## src/design/cpuControl_cfg.svh

```systemverilog
// cpuControl configuration
// opcode bytes, instruction lengths in cycles and status bit positions
`ifndef CPU_CONTROL_CFG_SVH
`define CPU_CONTROL_CFG_SVH

`define OP_BRK            8'h00
`define OP_LDA_ZP         8'hA5
`define OP_LDA_IMM        8'hA9
`define OP_BEQ            8'hF0
`define OP_INC_ZP         8'hE6
`define OP_NOP            8'hEA

`define LDA_IMM_CYCLES    3'd2
`define NOP_CYCLES        3'd2
`define LDA_ZP_CYCLES     3'd3
`define INC_ZP_CYCLES     3'd5
`define BEQ_CYCLES        3'd2  // not taken
`define BEQ_TAKEN_CYCLES  3'd3  // no page crossing
`define BRK_CYCLES        3'd7  // also interrupt and reset entry

`define STATUS_Z          1
`define STATUS_I          2

`endif

```

## src/design/ctrlOpPkg.sv

```systemverilog
// ctrlOpPkg
// opcode and execution class encodings plus the per-cycle control word
`include "cpuControl_cfg.svh"

package ctrlOpPkg;

    // supported subset, anything else is folded onto OpNop
    typedef enum logic [7:0] {
        OpBrk    = `OP_BRK,
        OpLdaZp  = `OP_LDA_ZP,
        OpLdaImm = `OP_LDA_IMM,
        OpBeq    = `OP_BEQ,
        OpIncZp  = `OP_INC_ZP,
        OpNop    = `OP_NOP
    } opcode_t;

    typedef enum logic [1:0] {
        Norm,    // lda imm, lda zp, nop
        Rmw,     // inc zp
        Branch,  // beq
        Brk
    } insnClass_t;

    // one bit per datapath action, fetch doubles as sync
    typedef struct packed {
        logic fetch;        // opcode fetch cycle
        logic memRead;
        logic memWrite;
        logic addrZp;       // address from zero page operand
        logic aluInc;
        logic pushStack;    // stack address, sp decrements
        logic vectorFetch;
        logic loadA;        // leftover from lda
        logic branchAdd;    // pc plus offset
        logic pcInc;
    } ctrlWord_t;

endpackage

```

## src/design/ctrlSeqPkg.sv

```systemverilog
// ctrlSeqPkg
// sequencer types: FSM state, cycle index within an instruction, entry cause
package ctrlSeqPkg;

    // Fetch spans T1 and T2 since the class is only known from the bus at T2
    typedef enum logic [2:0] {
        Init,        // reset entry
        Fetch,
        ExecNorm,    // 3-cycle loads
        ExecRmw,
        ExecBranch,  // taken branch only
        ExecBrk      // brk opcode and interrupt entry
    } seqState_t;

    typedef enum logic [2:0] {
        T1 = 3'd1,   // opcode fetch
        T2 = 3'd2,
        T3 = 3'd3,
        T4 = 3'd4,
        T5 = 3'd5,
        T6 = 3'd6,
        T7 = 3'd7
    } tState_t;

    // priority runs Rst, then Nmi, then Irq
    typedef enum logic [1:0] {
        None,
        Rst,
        Nmi,
        Irq
    } intSrc_t;

endpackage

```

## src/design/seqIf.sv

```systemverilog
// seqIf
// sequencer state bundle handed from tSequencer to ctrlDecode
`timescale 1ns/1ps

interface seqIf;
    import ctrlSeqPkg::*;
    import ctrlOpPkg::*;

    seqState_t  state;
    tState_t    tState;
    opcode_t    opcode;   // bus look-through during the fetch cycle
    insnClass_t cls;
    intSrc_t    intSrc;   // cause of the running entry
    logic       advance;  // step enable, follows rdy

    modport seqSrc (output state, tState, opcode, cls, intSrc, advance);
    modport seqDst (input state, tState, opcode, cls, intSrc, advance);

endinterface

```

## src/design/cpuControl.sv

```systemverilog
// cpuControl
// control sequencer top with interrupt arbiter, opcode predecode,
// T-state sequencer and registered control-word decode
`timescale 1ns/1ps
`include "cpuControl_cfg.svh"

module cpuControl (
    input  logic                 phi1,
    input  logic                 rst,
    input  logic                 rdy,
    input  logic                 nmi,
    input  logic                 irq,
    input  logic [7:0]           opcodeIn,
    input  logic [7:0]           statusReg,
    output ctrlOpPkg::ctrlWord_t ctrl,
    output logic                 sync,
    output logic                 nmiAck,
    output logic                 irqAck
);
    import ctrlSeqPkg::*;
    import ctrlOpPkg::*;

    intSrc_t    pending;
    logic       take;
    logic       done;
    logic       fetchCycle;
    opcode_t    opcode;
    insnClass_t cls;

    seqIf seq_i ();

    intArbiter arb_i (
        .phi1    (phi1),
        .rst     (rst),
        .nmi     (nmi),
        .irq     (irq),
        .statusI (statusReg[`STATUS_I]),
        .take    (take),
        .done    (done),
        .pending (pending),
        .nmiAck  (nmiAck),
        .irqAck  (irqAck)
    );

    opPredecode pre_i (
        .phi1       (phi1),
        .rst        (rst),
        .opcodeIn   (opcodeIn),
        .fetchCycle (fetchCycle),
        .rdy        (rdy),
        .opcode     (opcode),
        .cls        (cls)
    );

    tSequencer seqr_i (
        .phi1       (phi1),
        .rst        (rst),
        .rdy        (rdy),
        .opcode     (opcode),
        .cls        (cls),
        .statusReg  (statusReg),
        .pending    (pending),
        .take       (take),
        .done       (done),
        .fetchCycle (fetchCycle),
        .seq        (seq_i.seqSrc)
    );

    ctrlDecode dec_i (
        .phi1 (phi1),
        .rst  (rst),
        .seq  (seq_i.seqDst),
        .ctrl (ctrl)
    );

    assign sync = ctrl.fetch;  // sync is the fetch bit of the word

endmodule

```

## src/design/ctrlDecode.sv

```systemverilog
// ctrlDecode
// maps the sequencer state to the control word one cycle later and carries
// the lda register load over into the next T2
`timescale 1ns/1ps

module ctrlDecode (
    input  logic                 phi1,
    input  logic                 rst,
    seqIf.seqDst                 seq,
    output ctrlOpPkg::ctrlWord_t ctrl
);
    import ctrlSeqPkg::*;
    import ctrlOpPkg::*;

    ctrlWord_t wordNext;
    logic      loadPend;  // lda finished and owes loadA
    logic      ldaLast;

    // shared by brk, interrupt and reset entry
    function automatic ctrlWord_t brkWord(tState_t t, intSrc_t src);
        ctrlWord_t w;
        w = '0;
        w.memRead = 1'b1;
        case (t)
            T2: w.pcInc = (src == None);  // software brk skips its signature byte
            T3, T4, T5: begin
                w.pushStack = 1'b1;
                if (src != Rst) begin  // reset moves sp but only reads
                    w.memRead  = 1'b0;
                    w.memWrite = 1'b1;
                end
            end
            T6, T7: w.vectorFetch = 1'b1;
            default: ;
        endcase
        return w;
    endfunction

    assign ldaLast = (seq.state == Fetch && seq.tState == T2 && seq.opcode == OpLdaImm) ||
                     (seq.state == ExecNorm && seq.tState == T3 && seq.opcode == OpLdaZp);

    always_comb begin
        wordNext = '0;
        case (seq.state)
            Init, ExecBrk: wordNext = brkWord(seq.tState, seq.intSrc);
            Fetch: begin
                if (seq.tState == T1) begin
                    wordNext.fetch   = 1'b1;
                    wordNext.memRead = 1'b1;
                    wordNext.pcInc   = 1'b1;
                end else if (seq.cls == Brk) begin
                    wordNext = brkWord(seq.tState, seq.intSrc);
                end else begin
                    wordNext.memRead = 1'b1;  // operand byte
                    wordNext.pcInc   = (seq.opcode != OpNop);
                end
            end
            ExecNorm: begin
                wordNext.memRead = 1'b1;
                wordNext.addrZp  = 1'b1;
            end
            ExecRmw: begin
                wordNext.addrZp   = 1'b1;
                wordNext.memRead  = (seq.tState == T3);
                wordNext.memWrite = (seq.tState != T3);  // T4 writes the old value back
                wordNext.aluInc   = (seq.tState == T4);
            end
            ExecBranch: begin
                wordNext.memRead   = 1'b1;  // dummy read
                wordNext.branchAdd = 1'b1;
            end
            default: ;
        endcase
        if (seq.tState == T2)
            wordNext.loadA = loadPend;
    end

    always_ff @(posedge phi1) begin
        if (rst) begin
            ctrl     <= '0;
            loadPend <= 1'b0;
        end else if (seq.advance) begin
            ctrl <= wordNext;
            if (ldaLast)
                loadPend <= 1'b1;  // lda imm rearms in its own T2
            else if (seq.tState == T2)
                loadPend <= 1'b0;
        end
    end

endmodule

```

## src/design/intArbiter.sv

```systemverilog
// intArbiter
// latches reset, the nmi edge and the masked irq level, offers the highest
// priority cause and acknowledges it when its entry sequence completes
`timescale 1ns/1ps

module intArbiter (
    input  logic                phi1,
    input  logic                rst,
    input  logic                nmi,
    input  logic                irq,
    input  logic                statusI,
    input  logic                take,
    input  logic                done,
    output ctrlSeqPkg::intSrc_t pending,
    output logic                nmiAck,
    output logic                irqAck
);
    import ctrlSeqPkg::*;

    logic    nmiPrev;   // nmi one cycle back
    logic    nmiLatch;  // edge seen and not yet serviced
    logic    rstPend;
    intSrc_t svc;       // cause accepted by the sequencer
    logic    nmiEdge;
    logic    irqLive;

    assign nmiEdge = nmi & ~nmiPrev;
    assign irqLive = irq & ~statusI;  // level sensitive, I masks it

    always_comb begin
        if (rstPend)
            pending = Rst;
        else if (svc != None)
            pending = svc;  // held steady for the whole entry
        else if (nmiLatch)
            pending = Nmi;
        else if (irqLive)
            pending = Irq;
        else
            pending = None;
    end

    always_ff @(posedge phi1) begin
        if (rst) begin
            nmiPrev  <= nmi;  // a level already high is no edge
            nmiLatch <= 1'b0;
            rstPend  <= 1'b1;
            svc      <= None;
            nmiAck   <= 1'b0;
            irqAck   <= 1'b0;
        end else begin
            nmiPrev <= nmi;
            nmiAck  <= done && (svc == Nmi);  // lines up with the T7 word
            irqAck  <= done && (svc == Irq);
            if (done && svc == Nmi)
                nmiLatch <= nmiEdge;  // a new edge in the done cycle survives
            else if (nmiEdge)
                nmiLatch <= 1'b1;
            if (done)
                rstPend <= 1'b0;
            if (take)
                svc <= pending;
            else if (done)
                svc <= None;
        end
    end

endmodule

```

## src/design/opPredecode.sv

```systemverilog
// opPredecode
// captures the opcode byte in the fetch cycle and sorts it into a class
`timescale 1ns/1ps

module opPredecode (
    input  logic                  phi1,
    input  logic                  rst,
    input  logic [7:0]            opcodeIn,
    input  logic                  fetchCycle,
    input  logic                  rdy,
    output ctrlOpPkg::opcode_t    opcode,
    output ctrlOpPkg::insnClass_t cls
);
    import ctrlOpPkg::*;

    opcode_t busOp;  // bus byte mapped onto the supported set
    opcode_t opReg;  // held for the rest of the instruction

    always_comb begin
        case (opcodeIn)
            OpBrk, OpLdaZp, OpLdaImm, OpBeq, OpIncZp, OpNop:
                busOp = opcode_t'(opcodeIn);
            default:
                busOp = OpNop;  // unsupported bytes run as nop
        endcase
    end

    // sampled at the edge that ends the sync cycle
    always_ff @(posedge phi1) begin
        if (rst)
            opReg <= OpNop;
        else if (fetchCycle && rdy)
            opReg <= busOp;
    end

    // the sequencer decides at T2 so it sees the bus byte directly then
    assign opcode = fetchCycle ? busOp : opReg;

    always_comb begin
        case (opcode)
            OpIncZp: cls = Rmw;
            OpBeq:   cls = Branch;
            OpBrk:   cls = Brk;
            default: cls = Norm;
        endcase
    end

endmodule

```

## src/design/tSequencer.sv

```systemverilog
// tSequencer
// class FSM and T-state counter, ends each instruction at its length, takes
// branches on Z and swaps in the brk sequence for pending interrupts
`timescale 1ns/1ps
`include "cpuControl_cfg.svh"

module tSequencer (
    input  logic                  phi1,
    input  logic                  rst,
    input  logic                  rdy,
    input  ctrlOpPkg::opcode_t    opcode,
    input  ctrlOpPkg::insnClass_t cls,
    input  logic [7:0]            statusReg,
    input  ctrlSeqPkg::intSrc_t   pending,
    output logic                  take,
    output logic                  done,
    output logic                  fetchCycle,
    seqIf.seqSrc                  seq
);
    import ctrlSeqPkg::*;
    import ctrlOpPkg::*;

    seqState_t  state;
    seqState_t  stateNext;
    tState_t    tState;
    tState_t    tNext;
    intSrc_t    activeSrc;  // None for a software brk
    logic [2:0] normLen;
    logic [2:0] insnLen;    // cycles of the running sequence
    logic       branchTaken;
    logic       lastCycle;
    logic       insnEnd;    // last cycle of a real instruction
    logic       entryEnd;   // last cycle of reset, brk or interrupt entry
    logic       entryReq;

    assign branchTaken = statusReg[`STATUS_Z];  // beq only

    always_comb begin
        case (opcode)
            OpLdaZp:  normLen = `LDA_ZP_CYCLES;
            OpLdaImm: normLen = `LDA_IMM_CYCLES;
            default:  normLen = `NOP_CYCLES;
        endcase
    end

    always_comb begin
        case (state)
            Init, ExecBrk: insnLen = `BRK_CYCLES;
            ExecNorm:      insnLen = normLen;
            ExecRmw:       insnLen = `INC_ZP_CYCLES;
            ExecBranch:    insnLen = `BEQ_TAKEN_CYCLES;
            default: begin  // Fetch uses the class seen at T2
                case (cls)
                    Rmw:     insnLen = `INC_ZP_CYCLES;
                    Branch:  insnLen = branchTaken ? `BEQ_TAKEN_CYCLES : `BEQ_CYCLES;
                    Brk:     insnLen = `BRK_CYCLES;
                    default: insnLen = normLen;
                endcase
            end
        endcase
    end

    // T1 never matches since every sequence is at least two cycles
    assign lastCycle  = (tState == insnLen);
    assign insnEnd    = lastCycle && (state inside {Fetch, ExecNorm, ExecRmw, ExecBranch});
    assign entryEnd   = lastCycle && (state inside {Init, ExecBrk});
    assign entryReq   = insnEnd && (pending != None);
    assign take       = rdy && entryReq;
    assign done       = rdy && entryEnd && (activeSrc != None);
    assign fetchCycle = (state == Fetch) && (tState == T2);  // sync is out now

    always_comb begin
        stateNext = state;
        tNext     = tState_t'(tState + 3'd1);
        if (insnEnd || entryEnd) begin
            tNext     = T1;
            stateNext = entryReq ? ExecBrk : Fetch;  // entries always fetch after
        end else if (fetchCycle) begin
            case (cls)
                Rmw:     stateNext = ExecRmw;
                Branch:  stateNext = ExecBranch;
                Brk:     stateNext = ExecBrk;
                default: stateNext = ExecNorm;
            endcase
        end
    end

    always_ff @(posedge phi1) begin
        if (rst) begin
            state     <= Init;
            tState    <= T2;  // the cleared word stands in for T1
            activeSrc <= Rst;
        end else if (rdy) begin
            state  <= stateNext;
            tState <= tNext;
            if (take)
                activeSrc <= pending;
            else if (entryEnd)
                activeSrc <= None;
        end
    end

    assign seq.state   = state;
    assign seq.tState  = tState;
    assign seq.opcode  = opcode;
    assign seq.cls     = cls;
    assign seq.intSrc  = activeSrc;
    assign seq.advance = rdy;

endmodule

```

## config.mk

```make
export PLATFORM = sky130hd
export DESIGN_NAME = cpuControl
export DESIGN_NICKNAME = d
export VERILOG_FILES = /design/src/design/ctrlOpPkg.sv /design/src/design/ctrlSeqPkg.sv /design/src/design/seqIf.sv /design/src/design/cpuControl.sv /design/src/design/ctrlDecode.sv /design/src/design/intArbiter.sv /design/src/design/opPredecode.sv /design/src/design/tSequencer.sv
export VERILOG_INCLUDE_DIRS = /design/src /design/src/design
export SDC_FILE = /design/constraint.sdc
export NUM_CORES = 1
export LEC_CHECK = 0
export BUFFER_PORTS_ARGS = -buffer_cell sky130_fd_sc_hd__buf_2
export CAP_MARGIN = 20
export CORE_MARGIN = 3
export CORE_UTILIZATION = 30
export CTS_CLUSTER_DIAMETER = 40
export DETAILED_ROUTE_END_ITERATION = 7
export PLACE_DENSITY = 0.47
export SETUP_SLACK_MARGIN = 0.2
export SYNTH_ARGS = -nofsm -noshare
export SYNTH_HDL_FRONTEND = slang
export SYNTH_HIERARCHICAL = 1
export SYNTH_SLANG_ARGS = --single-unit
```

## constraint.sdc

```tcl
create_clock -name phi1 -period 3.69 [get_ports phi1]
set_clock_uncertainty 0.15 [all_clocks]
set_input_delay 0.738 -clock phi1 [delete_from_list [all_inputs] [get_ports phi1]]
set_output_delay 0.738 -clock phi1 [all_outputs]
set_load 0.02 [all_outputs]
```

==> metrics.log <==
INFO  metric number_of_detailed_route_iterations_in_the_first_pass = 4
INFO  metric power.combinational.fraction = about a quarter
INFO  metric power_switching_share = 28.73%
INFO  metric power.net_switching = 0.0002810 W
INFO  metric maxSlewHeadroom = 62.79%
INFO  metric vdd_ir_drop_max = roughly 0.17 mV
INFO  metric power.static_leakage = 1.504 nW
INFO  metric post-route-worst-setup-slack = ~0.15 ns
INFO  metric synth-warning-count = 6
INFO  metric tritoncts_clock_tree = built
INFO  metric post-route-period-util = 95.95%
INFO  metric boundaryPins = 34
INFO  metric path_clk_slew = 0.08 ns
INFO  metric drive_gt1_share = a little under half
INFO  metric fp.dieArea = 9682 um2
INFO  metric final_design_area_no_fill = 3650 um2
INFO  metric cts.sinks = 34
INFO  metric grt_setup_unrepaired = true
INFO  metric power-per-cell-area = about 270 nW/um2
INFO  metric std_cell_rows = 33
INFO  metric post_place_setup_slack = -0.2274 ns
INFO  metric gp_congestion = 0.8042
INFO  metric dpl_cell_area = 3054 um2
INFO  metric vias = 2576
INFO  metric setup_tns = 0 ns
INFO  metric cts_root_buffer = clkbuf_8
INFO  metric die_x_extent = between 90 and 100 um
INFO  metric register_area = 683.2 um2
INFO  metric timing.fmax = 282.5 MHz
INFO  metric fin_crit = 3.540 ns
INFO  metric ys_seq_elements = 34
INFO  metric min_path_type = register to register
INFO  metric first_global_vias = 2476
INFO  metric worst_ep_arrival_time = 3.57 ns
INFO  metric insertion_delay = 0.28 ns
INFO  metric synth_flop_cell = dfxtp_1
INFO  metric initial_utilization = 31.02%
INFO  metric clock_power_share = 35.8%
INFO  metric detailed_place_hpwl = 4883 um
INFO  metric report.final.slew_viol_count = 0
INFO  metric route.detailed.drc = 0
INFO  metric multi_input_logic_area = 1861 um2
INFO  metric io_buffers = 27
INFO  metric synth_cell_types = approximately 80
INFO  metric outcome = finished, final reports clean
INFO  metric synth-seq-area-share = 26.58%
INFO  metric cts-root-to-sink-buffers = 2
INFO  metric critPathLaunchType = input pin
INFO  metric mappedNetlistArea = 2561 um2
INFO  metric ys_async_sr_fraction = 0%
INFO  metric maximum_number_of_pins_on_one_net_before_global_route_repair = 28
INFO  metric pwr-share-seq = 39.2%
INFO  metric antenna_cells_inserted = 0
INFO  metric areaGrowthSynthToFinish = 42.50%
INFO  metric die_height = 98.40 um
INFO  metric net_count_final = approximately 420
INFO  metric grt-ovfl-total = 0
INFO  metric cts-buffers-inserted = 5
INFO  metric global_route.usage.total = between 10% and 20%
INFO  metric synth-edff-count = 0
INFO  metric fillers = 851
INFO  metric nets_in_the_synthesized_netlist = 329
INFO  metric crit_required = between 3 and 4 ns
INFO  metric critical_path.endpoint_type = register
INFO  metric antenna_found_initial = 0
INFO  metric timing.critical_path.fanout_max = 7
INFO  metric synthCells = 306
INFO  metric final_hold_viol_count = 0
INFO  metric detailedRoute.firstIterationViolations = approximately 100
INFO  metric worst_hold_slack = 0.3001 ns
INFO  metric intPower = ~0.00070 W
INFO  metric final_core_util = roughly 44%
INFO  metric max_cap_violations = 0
INFO  metric max_slew.worst_pin.slew = 0.5582 ns
INFO  metric syn_area_per_cell = about 8.4 um2
INFO  metric final_setup_violation_count = 0
INFO  metric grt_pass1_wl = 11940 um
INFO  metric cts.htree.levels = 2
INFO  metric critical_path_class = input pin to register
INFO  metric post_drt_via_cell_ratio = 5.173
INFO  metric coreArea = 8258 um2
INFO  metric wl = 7167 um
INFO  metric ant_nets = 0
INFO  metric post_cts_hold_buffer_count = 0
INFO  metric wl_per_cell = 14.39 um
[state kept, by name, indices dropped and copies added, names as in the netlist]
| signal | cells |
|---|---|
| arb_i/irqAck | 1 |
| arb_i/nmiAck | 1 |
| arb_i/nmiLatch | 1 |
| arb_i/nmiPrev | 1 |
| arb_i/rstPend | 1 |
| arb_i/svc | 2 |
| dec_i/ctrl | 10 |
| dec_i/loadPend | 1 |
| pre_i/opReg | 8 |
| seqr_i/seq.intSrc | 2 |
| seqr_i/seq.state | 3 |
| seqr_i/seq.tState | 3 |
[repair_timing]
action / in CTS / in global routing
pin swaps: 23 / 19
resized for setup: 48 / 14
buffers inserted: 29 / 3
endpoints found under the setup margin: 8 / 13
gates cloned: 0 / 0
[synth_stat cells (6+ instances only)]
| cell | n | share of area (%) |
|---|---|---|
| nand2_1 | 24 | 3.5 |
| nand3_1 | 10 | 2.0 |
| nor2_1 | 30 | 4.4 |
| buf_6 | 6 | 2.6 |
| nand2b_1 | 8 | 2.0 |
| nor3_1 | 9 | 1.8 |
| nor2b_1 | 10 | 2.4 |
| dfxtp_1 | 34 | 27 |
| o21ai_0 | 9 | 1.8 |
| a21oi_1 | 16 | 3.1 |
| inv_1 | 14 | 2.1 |
| buf_4 | 14 | 4.1 |
[path summary, 6_finish.rpt]
path                                            from                   end  slack (ns)  cells past startpoint
worst max-delay path                     opcodeIn[4]  seqr_i/seq.intSrc[0]        0.15                     16
worst min-delay path                   dec_i/ctrl[2]         dec_i/ctrl[2]        0.30                      2
worst max register to register  seqr_i/seq.tState[0]  seqr_i/seq.intSrc[0]        0.16                     18
worst min register to register         dec_i/ctrl[2]         dec_i/ctrl[2]        0.30                      2
[metrics by stage]
stage / instances / power, W
after floorplan: 306 / 0.0005119
after global placement: 458 / 0.0005824
after detailed placement: 458 / 0.0005833
after CTS: 495 / 0.0009826
after global routing: 498 / 0.001030
final: 498 / 0.0009783
[layout make-up]
type | instances | share of cell area, %
multi-input cells | 232 | 50.98
repair buffers | 104 | 21.94
flip-flops and latches | 34 | 18.72
well taps | 105 | 3.600
clock buffers | 5 | 1.885
inverters | 15 | 1.646
clock inverters | 3 | 1.234
[routing by layer]
| metal | up-vias | GRT usage (%) | wire length, um |
|---|---|---|---|
| met3 | 4 | 2.571 | 142 |
| met1 | 1250 | 19.84 | 3458 |
| met4 | 0 | 3.151 | 58 |
| met5 | - | 0 | 0 |
| li1 | 1295 | - | - |
| met2 | 27 | 25.27 | 3507 |
[placed cells by master, fill, tap and decap left out, types with 7 or more instances in the layout]
| cell | synthesis | final |
|---|---|---|
| a21oi_1 | 16 | 14 |
| buf_2 | 3 | 20 |
| buf_4 | 14 | 71 |
| buf_6 | 6 | 10 |
| dfxtp_1 | 34 | 32 |
| inv_1 | 14 | 11 |
| nand2_1 | 24 | 19 |
| nand2b_1 | 8 | 7 |
| nor2_1 | 30 | 27 |
| nor2b_1 | 10 | 8 |
| nor3_1 | 9 | 8 |
| o21ai_0 | 9 | 7 |
[power by group through the flow]
stage | combinational (W) | sequential, W | clock, W
floorplan | 0.000108 | 0.000404 | 0
global placement | 0.000192 | 0.000391 | 0
detailed placement | 0.000193 | 0.000391 | 0
CTS | 0.000229 | 0.000383 | 0.000370
global route | 0.000264 | 0.000385 | 0.000381
finish | 0.000244 | 0.000384 | 0.000350
[cells by family (layout without fill, tap and decap cells)]
group / Yosys count / after routing / share of synthesized area, %
AND/OR/NAND/NOR: 134 / 134 / 31.95
AO/OA/AOI/OAI: 88 / 88 / 27.80
buffers and inverters: 40 / 127 / 9.819
flip-flops: 34 / 34 / 26.58
XOR/XNOR: 6 / 6 / 2.052
adder cells (fa/ha/maj): 2 / 2 / 0.9769
multiplexers: 2 / 2 / 0.8305
[worst max-delay path, cell delays in order]
cell	delay, ns
buf_4	0.12
nor4_4	0.27
buf_4	0.19
o21a_4	0.15
o31ai_4	0.07
nand2b_4	0.15
a2111oi_4	0.31
buf_4	0.20
and4b_2	0.25
nand2_2	0.06
nand2_2	0.06
a211oi_4	0.30
buf_6	0.16
buf_4	0.10
o2111ai_2	0.10
a221o_1	0.32
Power figures use the tool's default switching activity.
